File: config.mk
export PLATFORM = sky130hd
export DESIGN_NAME = batchEstimator
export DESIGN_NICKNAME = d
export VERILOG_FILES = /design/src/logic/estimatorPkg.sv /design/src/logic/batchMemory.sv /design/src/logic/sampleBatcher.sv /design/src/logic/recursionUnit.sv /design/src/logic/resultCombiner.sv /design/src/logic/batchEstimator.sv
export VERILOG_INCLUDE_DIRS = /design/src /design/src/logic
export SDC_FILE = /design/constraint.sdc
export NUM_CORES = 1
export LEC_CHECK = 0
export BUFFER_PORTS_ARGS = -buffer_cell sky130_fd_sc_hd__buf_4
export CAP_MARGIN = 0
export CORE_ASPECT_RATIO = 0.8
export CORE_MARGIN = 2
export CORE_UTILIZATION = 40
export CTS_CLUSTER_SIZE = 25
export DETAILED_ROUTE_END_ITERATION = 7
export PLACE_DENSITY_LB_ADDON = 0.15
export SYNTH_ARGS = -nofsm -noshare
export SYNTH_HDL_FRONTEND = slang
export SYNTH_SLANG_ARGS = --single-unit
File: constraint.sdc
create_clock -name clkDS -period 6.55 [get_ports clkDS]
set_input_delay 0.655 -clock clkDS [delete_from_list [all_inputs] [get_ports clkDS]]
set_output_delay 0.655 -clock clkDS [all_outputs]
set_load 0.01 [all_outputs]
File: src/logic/estimator_consts.svh
`ifndef ESTIMATOR_CONSTS_SVH
`define ESTIMATOR_CONSTS_SVH

// Samples per batch, one recursion pass covers a whole batch
`define BATCH_LEN 8

// Control bits in one downsampled word
`define SAMPLE_BITS 6

// Signed width of accumulators and partial results
`define ACC_WIDTH 16

// Estimate width at the output
`define OUT_WIDTH 14

// Weight of control bit 0, higher bits halve by shift
`define COEF_BASE 512

// Accumulator leak, state loses state>>>DECAY_SHIFT per step
`define DECAY_SHIFT 3

// Scaling of forward plus backward before saturation
`define SUM_SHIFT 2

`endif

File: src/logic/estimatorPkg.sv
`include "estimator_consts.svh"

package estimatorPkg;

    // One downsampled word of control bits
    typedef logic [`SAMPLE_BITS-1:0] sampleT;

    // Partial estimate of one recursion
    typedef logic signed [`ACC_WIDTH-1:0] partialT;

    // Position inside a batch
    typedef logic [$clog2(`BATCH_LEN)-1:0] indexT;

    // Read sequencing, aligned with the sample read data
    typedef struct packed {
        logic  batchStart;
        logic  active;
        indexT fwdIndex;
        indexT bwdIndex;
    } readCtlT;

    // One recursion output with its batch position
    typedef struct packed {
        partialT value;
        indexT   index;
        logic    strobe;
    } resultT;

endpackage

File: src/logic/batchMemory.sv
`timescale 1ns/10ps
`include "estimator_consts.svh"

module batchMemory
    import estimatorPkg::*;
#(
    parameter type entryT = sampleT
) (
    input  logic                          clkDS,
    input  logic                          writeEn,
    input  logic [$clog2(`BATCH_LEN):0]   writeAddr,
    input  entryT                         writeData,
    input  logic [$clog2(`BATCH_LEN):0]   readAddrA,
    input  logic [$clog2(`BATCH_LEN):0]   readAddrB,
    output entryT                         readDataA,
    output entryT                         readDataB
);

    // Upper address bit selects the bank
    localparam int depth = 2 * `BATCH_LEN;

    entryT storage [depth];

    always_ff @(posedge clkDS) begin
        if (writeEn) begin
            storage[writeAddr] <= writeData;
        end
    end

    // Registered reads, one cycle after the address
    always_ff @(posedge clkDS) begin
        readDataA <= storage[readAddrA];
        readDataB <= storage[readAddrB];
    end

    writeAddrKnown: assert property (
        @(posedge clkDS) writeEn |-> !$isunknown(writeAddr)
    ) else $error("batchMemory write with unknown address");

endmodule

File: src/logic/sampleBatcher.sv
`timescale 1ns/10ps
`include "estimator_consts.svh"

module sampleBatcher
    import estimatorPkg::*;
(
    input  logic    clkDS,
    input  logic    rst,
    input  sampleT  sampleIn,
    output sampleT  fwdSample,
    output sampleT  bwdSample,
    output readCtlT readCtl
);

    indexT batchCount;
    indexT reverseIndex;
    logic  writeBank;
    logic  prevReady;
    logic  wrap;

    assign wrap         = (batchCount == indexT'(`BATCH_LEN - 1));
    assign reverseIndex = indexT'(`BATCH_LEN - 1) - batchCount;

    // Position counter and bank toggle
    always_ff @(posedge clkDS, negedge rst) begin
        if (!rst) begin
            batchCount <= '0;
            writeBank  <= 1'b0;
            prevReady  <= 1'b0;
        end else begin
            if (wrap) begin
                batchCount <= '0;
                writeBank  <= ~writeBank;
                // Opposite bank now holds a full batch
                prevReady  <= 1'b1;
            end else begin
                batchCount <= batchCount + 1'b1;
            end
        end
    end

    // Delayed by the read cycle to line up with the sample data
    always_ff @(posedge clkDS, negedge rst) begin
        if (!rst) begin
            readCtl <= '0;
        end else begin
            readCtl.batchStart <= prevReady && (batchCount == '0);
            readCtl.active     <= prevReady;
            readCtl.fwdIndex   <= batchCount;
            readCtl.bwdIndex   <= reverseIndex;
        end
    end

    // Writes go to the current bank, reads come from the other one
    batchMemory #(
        .entryT(sampleT)
    ) sampleStore (
        .clkDS    (clkDS),
        .writeEn  (rst),
        .writeAddr({writeBank, batchCount}),
        .writeData(sampleIn),
        .readAddrA({~writeBank, batchCount}),
        .readAddrB({~writeBank, reverseIndex}),
        .readDataA(fwdSample),
        .readDataB(bwdSample)
    );

    counterInRange: assert property (
        @(posedge clkDS) disable iff (!rst) batchCount < `BATCH_LEN
    ) else $error("batch counter left its range");

endmodule

File: src/logic/recursionUnit.sv
`timescale 1ns/10ps
`include "estimator_consts.svh"

module recursionUnit
    import estimatorPkg::*;
(
    input  logic    clkDS,
    input  logic    rst,
    input  sampleT  sample,
    input  readCtlT readCtl,
    output resultT  result
);

    partialT state;
    partialT lutSum;
    partialT nextState;
    indexT   resultIndex;
    logic    resultStrobe;

    // Each bit adds or subtracts its weight
    function automatic partialT coefSum(input sampleT word);
        partialT acc;
        partialT weight;
        acc = '0;
        for (int i = 0; i < `SAMPLE_BITS; i++) begin
            weight = partialT'(`COEF_BASE >> i);
            if (word[i]) begin
                acc = acc + weight;
            end else begin
                acc = acc - weight;
            end
        end
        return acc;
    endfunction

    always_comb begin
        lutSum = coefSum(sample);
        // Restart from zero at the first sample of a pass
        if (readCtl.batchStart) begin
            nextState = lutSum;
        end else begin
            nextState = state - (state >>> `DECAY_SHIFT) + lutSum;
        end
    end

    always_ff @(posedge clkDS, negedge rst) begin
        if (!rst) begin
            state        <= '0;
            resultStrobe <= 1'b0;
        end else begin
            resultStrobe <= readCtl.active;
            if (readCtl.active) begin
                state <= nextState;
            end
        end
    end

    always_ff @(posedge clkDS) begin
        resultIndex <= readCtl.fwdIndex;
    end

    assign result = '{value: state, index: resultIndex, strobe: resultStrobe};

endmodule

File: src/logic/resultCombiner.sv
`timescale 1ns/10ps
`include "estimator_consts.svh"

module resultCombiner
    import estimatorPkg::*;
(
    input  logic                  clkDS,
    input  logic                  rst,
    input  resultT                fwdResult,
    input  resultT                bwdResult,
    output logic [`OUT_WIDTH-1:0] out,
    output logic                  valid
);

    localparam int satMax = (1 << (`OUT_WIDTH - 1)) - 1;
    localparam int satMin = -(1 << (`OUT_WIDTH - 1));

    logic resBank;
    logic writeBank;
    logic batchSeen;
    logic readArm;
    logic sumValid;
    partialT fwdRead;
    partialT bwdRead;
    logic signed [`ACC_WIDTH:0] sumQ;
    logic signed [`OUT_WIDTH-1:0] saturated;

    // Forward index 0 opens a new batch in the other bank
    assign writeBank = (fwdResult.strobe && fwdResult.index == '0) ? ~resBank : resBank;

    always_ff @(posedge clkDS, negedge rst) begin
        if (!rst) begin
            resBank   <= 1'b0;
            batchSeen <= 1'b0;
            readArm   <= 1'b0;
            sumValid  <= 1'b0;
            valid     <= 1'b0;
            out       <= '0;
        end else begin
            resBank <= writeBank;
            if (fwdResult.strobe && fwdResult.index == '0) begin
                batchSeen <= 1'b1;
                // Second toggle means the previous bank is complete
                if (batchSeen) begin
                    readArm <= 1'b1;
                end
            end
            sumValid <= readArm;
            valid    <= sumValid;
            // Output stays at zero until the first estimate
            if (sumValid) begin
                out <= {~saturated[`OUT_WIDTH-1], saturated[`OUT_WIDTH-2:0]};
            end else begin
                out <= '0;
            end
        end
    end

    // Both banks read at the same index, so forward k meets backward k
    batchMemory #(
        .entryT(partialT)
    ) fwdStore (
        .clkDS    (clkDS),
        .writeEn  (fwdResult.strobe),
        .writeAddr({writeBank, fwdResult.index}),
        .writeData(fwdResult.value),
        .readAddrA({~writeBank, fwdResult.index}),
        .readAddrB({~writeBank, fwdResult.index}),
        .readDataA(fwdRead),
        .readDataB()
    );

    batchMemory #(
        .entryT(partialT)
    ) bwdStore (
        .clkDS    (clkDS),
        .writeEn  (bwdResult.strobe),
        .writeAddr({writeBank, bwdResult.index}),
        .writeData(bwdResult.value),
        .readAddrA({~writeBank, fwdResult.index}),
        .readAddrB({~writeBank, fwdResult.index}),
        .readDataA(bwdRead),
        .readDataB()
    );

    // One bit wider so the add cannot wrap
    always_ff @(posedge clkDS) begin
        sumQ <= (fwdRead + bwdRead) >>> `SUM_SHIFT;
    end

    always_comb begin
        if (sumQ > satMax) begin
            saturated = `OUT_WIDTH'(satMax);
        end else if (sumQ < satMin) begin
            saturated = `OUT_WIDTH'(satMin);
        end else begin
            saturated = sumQ[`OUT_WIDTH-1:0];
        end
    end

    validHolds: assert property (
        @(posedge clkDS) disable iff (!rst) valid |=> valid
    ) else $error("valid dropped without reset");

endmodule

File: src/logic/batchEstimator.sv
`timescale 1ns/10ps
`include "estimator_consts.svh"

module batchEstimator
    import estimatorPkg::*;
(
    input  logic                  clkDS,
    input  logic                  rst,
    input  sampleT                sampleIn,
    output logic [`OUT_WIDTH-1:0] out,
    output logic                  valid
);

    sampleT  fwdSample;
    sampleT  bwdSample;
    readCtlT readCtl;
    readCtlT bwdCtl;
    resultT  fwdResult;
    resultT  bwdResult;

    sampleBatcher batcher (
        .clkDS    (clkDS),
        .rst      (rst),
        .sampleIn (sampleIn),
        .fwdSample(fwdSample),
        .bwdSample(bwdSample),
        .readCtl  (readCtl)
    );

    recursionUnit fwdRecursion (
        .clkDS  (clkDS),
        .rst    (rst),
        .sample (fwdSample),
        .readCtl(readCtl),
        .result (fwdResult)
    );

    // Backward pass tags its results with the reversed index
    assign bwdCtl = '{
        batchStart: readCtl.batchStart,
        active:     readCtl.active,
        fwdIndex:   readCtl.bwdIndex,
        bwdIndex:   readCtl.fwdIndex
    };

    recursionUnit bwdRecursion (
        .clkDS  (clkDS),
        .rst    (rst),
        .sample (bwdSample),
        .readCtl(bwdCtl),
        .result (bwdResult)
    );

    resultCombiner combiner (
        .clkDS    (clkDS),
        .rst      (rst),
        .fwdResult(fwdResult),
        .bwdResult(bwdResult),
        .out      (out),
        .valid    (valid)
    );

endmodule

# Word level (Yosys, flattened, before mapping)
# Memories as Yosys holds them, arrays and structs flattened. A register that Yosys moved wholly into a read port is not among the register bits.
# Index checks and enable logic that the tools add are counted.
[totals] ff_bits=86 memories=3 latch_bits=0 output_inout_bits=15 mem_bits_ro=0 word_cells=84 in_bits=8 mem_bits_rw=608
[op_classes] div_mod_pow=0 n_mux=23 addsub=27 magnitude_cmp=2 n_mul=0 shift=0 eq_ne=1 n_reduce_logical=5 bitwise_logic=4
[memory_table] memory="combiner.bwdStore.storage" depth=16 width=16 rd=1 rd_ports_with_merged_regs=1 write_ports=1 line_no="batchMemory.sv:22" source="entryT storage [depth];"
[memory_table] memory="combiner.fwdStore.storage" depth=16 width=16 rd=1 rd_ports_with_merged_regs=1 write_ports=1 line_no="batchMemory.sv:22"
[memory_table] memory="batcher.sampleStore.storage" depth=16 width=6 rd=2 rd_ports_with_merged_regs=2 write_ports=1 line_no="batchMemory.sv:22"
[op_table] op="$mux 16" n=14
[op_table] op="$mux 14" n=3
[op_table] op="$add 16x10->16 const B" n=2
[op_table] op="$add 16x16->16" n=2
[op_table] op="$add 16x6->16 const B" n=2
[op_table] op="$add 16x7->16 const B" n=2
[op_table] op="$add 16x8->16 const B" n=2
[op_table] op="$add 16x9->16 const B" n=2
[op_table] op="$sub 16x10->16 const B" n=2
[op_table] op="$sub 16x13->16" n=2
[op_table] op="$sub 16x6->16 const B" n=2
[op_table] op="$sub 16x7->16 const B" n=2
[op_table] op="$sub 16x8->16 const B" n=2
[op_table] op="$sub 16x9->16 const B" n=2
[op_table] op="$add 16x16->17" n=1
[op_table] op="$gt 15x14->1 const B" n=1
[op_table] op="$lt 15x14->1 const B" n=1
[op_table] op="$logic_not 3->1" n=2
[op_table] op="$mux 1" n=5
[op_table] op="$not 1->1" n=4
[op_table] op="$add 3x1->3 const B" n=1
[op_table] op="$eq 3x3->1 const B" n=1
[op_table] op="$mux 3" n=1
[op_table] op="$sub 3x3->3 const A" n=1
[op_table] op="2 further kinds" n=3

# Longest topological paths before layout
# Gate-level depths: netlist (run 1).
[depth] depth_word=13 ltp_mapped=27 mapped_depth_nobuf=27

# Cells and area by module
# Synthesis (run 1) repeated with hierarchy kept, for this count alone.
[unflattened] cells_unflattened=2316 hier_area_um2=37691.1
[by_module_without_submodules] mod="batchMemory (combiner.bwdStore ...)" seq_area_each_um2=8328.0 n_inst=2 cells_per_inst=585 area_each_um2=12369.4
[by_module_without_submodules] mod="recursionUnit" seq_area_each_um2=485.5 n_inst=2 cells_per_inst=352 area_each_um2=2956.6
[by_module_without_submodules] mod="batchMemory (batcher.sampleStore)" seq_area_each_um2=3123.0 n_inst=1 cells_per_inst=237 area_each_um2=4794.6
[by_module_without_submodules] mod="resultCombiner" seq_area_each_um2=775.7 n_inst=1 cells_per_inst=181 area_each_um2=1839.3
[by_module_without_submodules] mod="sampleBatcher" seq_area_each_um2=325.3 n_inst=1 cells_per_inst=24 area_each_um2=405.4

# Worst setup path after synthesis (run 1)
# Ideal clock, no wire load.
[synth_path] kind="reg2reg" start="reg batcher.sampleStore.readDataB[1] (netlist bit), read port of batcher.sampleStore.storage" end="reg bwdRecursion.state[15]" t_required_ns=6.420 setup_time_ns=0.130 t_arrival_ns=5.740 slack_ns=0.680 path_buffers=0 path_stages_with_launch=26 synth_period_minus_slack_ns=5.870 cell_sequence="dfxtp_1 > inv_1 > ha_1 > xnor2_1 > ha_1 > nor3_1 > nor2_1 > ha_1 > xnor2_1 > ha_1 > and3_1 > a2111o_1 > a21o_1 > a21oi_2 > xnor2_1 > ha_1 > nand2_1 > o41ai_1 > xor2_1 > fa_1 > ha_1 > a21o_1 > a41oi_1 > mux2i_1 > xnor2_1 > mux2i_1"
[synth_between] elab_chain_len=11 word_cells_on_any_way=15 classes_between="add/sub: 9; mux: 6"
[synth_lines] element="from (decl)" line_no="batchMemory.sv:16" source="output entryT readDataB"
[synth_lines] element="$mux 16 (*)" line_no="recursionUnit.sv:27" source="if (word[i]) begin"
[synth_lines] element="$sub 16x9->16 or $add 16x9->16 (tied branches)" line_no="recursionUnit.sv:30, recursionUnit.sv:28"
[synth_lines] element="$mux 16 (*)" line_no="recursionUnit.sv:27"
[synth_lines] element="$sub 16x8->16 or $add 16x8->16 (tied branches)" line_no="recursionUnit.sv:30, recursionUnit.sv:28"
[synth_lines] element="$mux 16 (*)" line_no="recursionUnit.sv:27"
[synth_lines] element="$sub 16x7->16 or $add 16x7->16 (tied branches)" line_no="recursionUnit.sv:30, recursionUnit.sv:28"
[synth_lines] element="$mux 16 (*)" line_no="recursionUnit.sv:27"
[synth_lines] element="$sub 16x6->16 or $add 16x6->16 (tied branches)" line_no="recursionUnit.sv:30, recursionUnit.sv:28"
[synth_lines] element="$mux 16 (*)" line_no="recursionUnit.sv:27"
[synth_lines] element="$add 16x16->16" line_no="recursionUnit.sv:42" source="nextState = state - (state >>> `DECAY_SHIFT) + lutSum;"
[synth_lines] element="$mux 16 (*)" line_no="recursionUnit.sv:39" source="if (readCtl.batchStart) begin"
[synth_lines] element="to (signal assigned)" line_no="recursionUnit.sv:53" source="state <= nextState;"
[synth_lines] element="to (decl)" line_no="recursionUnit.sv:14" source="partialT state;"
# Every way passes the cells marked *; elsewhere a longest branch is shown, timed or not.
# A chain may end at the register's enable or synchronous reset.

# Final worst setup path (run 1)
[layout_path] start="reg batcher.sampleStore.readDataA[1] (netlist bit), read port of batcher.sampleStore.storage" end="reg fwdRecursion.state[15]"
[layout_between] elab_chain_len=11 word_cells_on_any_way=15 classes_between="add/sub: 9; mux: 6"
[layout_lines] element="from (decl)" line_no="batchMemory.sv:15" source="output entryT readDataA,"
[layout_lines] element="$mux 16 (*)" line_no="recursionUnit.sv:27"
[layout_lines] element="$sub 16x9->16 or $add 16x9->16 (tied branches)" line_no="recursionUnit.sv:30, recursionUnit.sv:28"
[layout_lines] element="$mux 16 (*)" line_no="recursionUnit.sv:27"
[layout_lines] element="$sub 16x8->16 or $add 16x8->16 (tied branches)" line_no="recursionUnit.sv:30, recursionUnit.sv:28"
[layout_lines] element="$mux 16 (*)" line_no="recursionUnit.sv:27"
[layout_lines] element="$sub 16x7->16 or $add 16x7->16 (tied branches)" line_no="recursionUnit.sv:30, recursionUnit.sv:28"
[layout_lines] element="$mux 16 (*)" line_no="recursionUnit.sv:27"
[layout_lines] element="$sub 16x6->16 or $add 16x6->16 (tied branches)" line_no="recursionUnit.sv:30, recursionUnit.sv:28"
[layout_lines] element="$mux 16 (*)" line_no="recursionUnit.sv:27"
[layout_lines] element="$add 16x16->16" line_no="recursionUnit.sv:42"
[layout_lines] element="$mux 16 (*)" line_no="recursionUnit.sv:39"
[layout_lines] element="to (signal assigned)" line_no="recursionUnit.sv:53"
[layout_lines] element="to (decl)" line_no="recursionUnit.sv:14"
# Marks and branches as above.

==> results.toml, run 1 <==
[die]
fp.coreArea_um2 = 80600
chipHeight_um = 259
row_count = 93
ios = 23
start_util_pct = 40.4
dieArea_um2 = 83800
chipWidth_um = 323

[critical_path]
cp_slowest_cell = "or4_4"
r2r-end = "fwdRecursion.state[15]"
crit_path_start_kind = "flop"
endpoint_kind = "flop"
worstPathMaxFanout = 6
cpMostUsedCell = "ha_1"
critPathMaxStageDelay_ps = 500
critical_path_class = "flop to flop"
ff2ff_setup_slack_ps = 370
worstPathRequired_ps = 7030
r2r-start = "batcher.sampleStore.readDataA[1]"
worstRegToRegCells = 25
crit_arrival_ps = 6660

[clocking]
clock-sinks = 738
root_buffer = "clkbuf_16"
cts_buffers = 75
insertion_delay_ps = 630
cts_tree = "yes"
h-tree-depth = 3
clock_path_buffers = 3
clk_pin_slew_ps = 70

[logic_synthesis]
avgSynthCellArea_um2 = 17.3
synthFlopType = "edfxtp_1"
synth.most_common_cell = "edfxtp_1"
syn_nets = 2040
syn_inst = 1882
ys_seq_area_share_pct = 65.0
yosysWarnings = 0
synth.area.top_cells = "edfxtp_1, mux4_2, dfrtp_1, ha_1, dfxtp_1"
synth_top_area_share_pct = 56.0
synth_top_cell_by_area = "edfxtp_1"
synth_area_um2 = 32600
synth_seq_cells = 738
synth_edf_count = 608
synthArstFlopShare_pct = 8.81
synth_common_cells = "edfxtp_1, mux4_2, ha_1, nor2_1, inv_1"
synth.distinct_cells = 69

[layout]
layout-drive-gt1-share_pct = 23.3
antenna_cells = 0
final_cells = 3112
filler_cell_count = 6895
area_growth_pct = 12.9
nets = 2118
final_util_pct = 45.6
stdcell_area_um2 = 36800

[sta]
maxSlewViolCount = 0
slew_headroom_pct = 20.8
fin_worst_skew_ps = 24.1
min_period_ps = 6180
final-setup-viol-count = 0
fin_tns_setup_ps = 0
worst_slew_pin_slew_ps = 1190
period_share_pct = 94.4
hold_violations = 0
fmax_mhz = 162
rsz0062_at_grt = "no"

[detailed_routing]
wl_mm = 72.0
first_pass_iters = 5
drtIter0Drc = 1359
vias = 16900
drc = 0
final_antenna_net_count = 0
viasPerCell = 5.44
wl_per_cell_um = 23.1

[power_and_ir_drop]
p_leak_nw = 13.0
powerDensity_nw_per_um2 = 341
total_power_mw = 12.5
peakVddDrop_v = 0.000328

[flow_run]
cap_violations = 0

[place]
gp_congestion = 0.776
io_buffers = 22
placed_cell_area_um2 = 34300
post-place-cells = 2973
dpl.hpwl_mm = 44.6

[global_route]
grt_usage_pct = 17.6
antenna_found_initial = 4
grt-ovfl-total = 0
grt_pass1_wl_mm = 109
grt_pass1_vias = 17200
grt_max_degree = 98

[min_path]
worstHoldStart = "sampleIn[4]"
hold_path_class = "primary input to flop"
hold_depth = 1
hold_end = "batcher.sampleStore.storage[13][4]"

[outcome]
status = "finished, final reports clean"
## placed cells by master (no fill, tap or decap), types with 15 or more instances in the layout
master     count
edfxtp_1     608
mux4_2       220
ha_1         127
nor2_1        91
clkbuf_16     80
inv_1         69
buf_4         67
nand2_1       62
dfrtp_1       62
dfxtp_1       61
a21oi_1       60
xnor2_1       55
o21ai_0       53
nor3_1        38
xor2_1        30
nor2_2        24
fa_1          22
and2_1        19
nand2b_1      17
clkinv_2      17
nand3_1       16
a21o_1        16
clkbuf_1      16
o21a_1        15
## sequential cells by signal, indices dropped and copies added (netlist names), 6 cells and up
register                       flops
bwdRecursion.state                16
batcher.sampleStore.storage       96
combiner.fwdStore.storage        256
batcher.sampleStore.readDataB      6
combiner.bwdStore.storage        256
combiner.fwdStore.readDataA       16
combiner.sumQ                     15
combiner.out                      14
combiner.bwdStore.readDataA       16
fwdRecursion.state                16
batcher.readCtl                    8
batcher.sampleStore.readDataA      6
## cells by family (layout without fill, tap and decap cells)
family                   after synthesis  after routing  share of synthesized area (%)
flip-flops                           738            738                           65.0
AND/OR/NAND/NOR                      324            324                           4.76
multiplexers                         227            227                           15.4
AO/OA/AOI/OAI                        217            217                           4.43
adder cells (fa/ha/maj)              150            150                           6.26
buffers and inverters                139            277                           1.76
XOR/XNOR                              87             87                           2.42
## worst max path at each step
stage | slack (ps) | endpoint | start | cells past startpoint
floorplan | 680 | bwdRecursion.state[15] | batcher.sampleStore.readDataB[1] | 25
global placement | 420 | fwdRecursion.state[15] | batcher.sampleStore.readDataA[1] | 25
detailed placement | 260 | fwdRecursion.state[15] | batcher.sampleStore.readDataA[1] | 25
CTS | 240 | fwdRecursion.state[15] | batcher.sampleStore.readDataA[1] | 25
global route | 40 | fwdRecursion.state[15] | batcher.sampleStore.readDataA[1] | 25
finish | 370 | fwdRecursion.state[15] | batcher.sampleStore.readDataA[1] | 25
## per-stage QoR
stage	hold slack, ps	setup slack (ps)
final	339	369
after global routing	324	36.1
after CTS	300	238
after detailed placement	332	258
after global placement	327	418
after floorplan	324	680
## worst max-delay path, delay by kind of cell (launching register included)
kind	cells	cell delay, ps
compound gates	8	1530
fa+ha+maj	7	2290
simple gates	3	710
flops	1	390
buf+inv	1	100
mux	2	330
xor+xnor	4	660
## final cells by class
| cell class | count | area [um^2] | area share (%) |
|---|---|---|---|
| sequential | 738 | 21200 | 57.6 |
| multi-input combinational | 1005 | 11000 | 29.8 |
| clock buffer | 100 | 2120 | 5.75 |
| tap | 1092 | 1370 | 3.71 |
| timing repair buffer | 69 | 533 | 1.45 |
| clock inverter | 37 | 348 | 0.945 |
| inverter | 71 | 267 | 0.724 |
## what timing repair did
action                                  in CTS  in global routing
resized for setup                            0                  4
hold endpoints to repair                     4                  0
buffers inserted                             0                  1
hold buffers                                 1                  0
endpoints found under the setup margin       0                  2
## where the power goes
| part | total, mW | switching [mW] | internal [mW] |
|---|---|---|---|
| clock | 4.27 | 1.82 | 2.45 |
| combinational | 2.56 | 1.35 | 1.22 |
| sequential | 5.71 | 0.310 | 5.40 |
## routing by layer
layer | vias up | track usage (%) | share of wire (%)
li1 | 7575 | - | -
met3 | 87 | 2.87 | 4.7
met4 | 0 | 3.67 | 1.6
met5 | - | 0 | 0
met2 | 400 | 27.2 | 46
met1 | 8857 | 26.2 | 47
Power figures use the tool's default switching activity.
==> run 2, diff against run 1 <==
- CELL_PAD_IN_SITES_DETAIL_PLACEMENT: default -> 0
- CELL_PAD_IN_SITES_GLOBAL_PLACEMENT: default -> 2
- clock period: 6.55 -> 5.85 ns (I/O delays scaled with it)
==> results.toml, run 2 (synthesis gave the netlist of run 1 again) <==
[layout]
stdcell_area_um2 = 37400
layout-drive-gt1-share_pct = 26.4
nets = 2161
reg.largest.list = "combiner.bwdStore.storage (256), combiner.fwdStore.storage (256), batcher.sampleStore.storage (96)"
filler_cell_count = 6834
final_util_pct = 46.4
layout_common_cells = "edfxtp_1, mux4_2, ha_1"
final_cells = 3158
mostFrequentLayoutCell = "edfxtp_1"
area_growth_pct = 14.7
antenna_cells = 0

[clocking]
clock_path_buffers = 3
clock-sinks = 738
root_buffer = "clkbuf_16"
cts_buffers = 76
cts_tree = "yes"
h-tree-depth = 3
clk_pin_slew_ps = 60
insertion_delay_ps = 630

[die]
ios = 23
start_util_pct = 40.4
dieArea_um2 = 83800
chipHeight_um = 259
row_count = 93
chipWidth_um = 323
fp.coreArea_um2 = 80600

[sta]
final-setup-viol-count = 0
timing.final.ws_setup_ps = 186
timing.hold.ws_ps = 264
fmax_mhz = 177
fin_worst_skew_ps = 19.2
maxSlewViolCount = 0
period_share_pct = 96.8
worst_slew_pin_slew_ps = 1060
fin_tns_setup_ps = 0
rsz0062_at_grt = "yes"
hold_violations = 0
slew_headroom_pct = 29.1
min_period_ps = 5660

[global_route]
antenna_found_initial = 2
grt_usage_pct = 17.9
grt_max_degree = 110
grt_pass1_wl_mm = 111
grtUsageMet2_pct = 28.3
use_met1_pct = 25.8
grt-ovfl-total = 0
grt_pass1_vias = 17600
top_usage_layer = "met2"
use_met3_pct = 2.75

[critical_path]
cp_slowest_cell = "fa_1"
critical_path_class = "flop to flop"
r2r-end = "bwdRecursion.state[15]"
worstPathMaxFanout = 4
worst_path_dominant_cell_family = "adder cells"
ff2ff_setup_slack_ps = 190
worstRegToRegCells = 25
crit_arrival_ps = 6150
critPathMaxStageDelay_ps = 500
worstPathRequired_ps = 6330
cpMostUsedCell = "ha_4"
crit_buf_inv = 3
crit_path_start_kind = "flop"
r2r-start = "batcher.sampleStore.readDataB[0]"
endpoint_kind = "flop"

[place]
placed_cell_area_um2 = 34500
io_buffers = 22
dpl.hpwl_mm = 44.7
gp_congestion = 0.723
place_ws_ps = -131
post-place-cells = 3005

[power_and_ir_drop]
total_power_mw = 14.5
peakVddDrop_v = 0.000432
p_leak_nw = 13.3
powerDensity_nw_per_um2 = 388

[min_path]
hold_end = "batcher.sampleStore.storage[1][0]"
worstHoldStart = "sampleIn[0]"
hold_path_class = "primary input to flop"
hold_depth = 1

[detailed_routing]
wl_mm = 72.8
drtIter0Drc = 1179
wl_per_cell_um = 23.1
drc = 0
final_antenna_net_count = 0
viasPerCell = 5.37
first_pass_iters = 5
vias = 17000

[outcome]
status = "finished, final reports clean"

[flow_run]
cap_violations = 0
==> run 2: cell types whose count changed in the layout (fill, tap and decap cells not counted), sizes merged <==
cell,change
clkinvlp,-3
clkbuf,+3
inv,+4
buf,+42
==> run 2: worst max-delay path by stage <==
stage                                                 from                      to  depth (start not counted)
after floorplan           batcher.sampleStore.readDataB[1]  bwdRecursion.state[15]                         25
after global placement    batcher.sampleStore.readDataB[0]  bwdRecursion.state[15]                         25
final                     batcher.sampleStore.readDataB[0]  bwdRecursion.state[15]                         25
after global routing      batcher.sampleStore.readDataB[0]  bwdRecursion.state[15]                         25
after detailed placement  batcher.sampleStore.readDataB[0]  bwdRecursion.state[15]                         25
after CTS                 batcher.sampleStore.readDataB[1]  bwdRecursion.state[15]                         25
==> run 2: metal layers <==
layer / routed length [um] / share of wire [%]
met1: 34100 / 47
met5: 0 / 0
met4: 1520 / 2.1
met2: 34400 / 47
met3: 2840 / 3.9
==> run 2: final cells by class <==
type                            instances  area [um^2]  area share (%)
Clock inverter                         38          379            1.01
Timing Repair Buffer                  111          848            2.27
Clock buffer                          103         2130            5.68
Multi-Input combinational cell       1005        11200            30.0
Inverter                               71          267           0.713
Sequential cell                       738        21200            56.7
Tap cell                             1092         1370            3.65
==> run 2: repair_timing <==
item,4_1_cts,5_1_grt
endpoints found under the hold margin,18,0
resized for setup,10,34
hold buffers,1,0
cloned,0,0
buffers inserted,4,7
endpoints found under the setup margin,2,7
pin swaps,18,25
==> run 2: report_power, final <==
group	switching [mW]	internal, mW
logic	1.64	1.65
clock network	2.05	2.77
registers	0.338	6.05
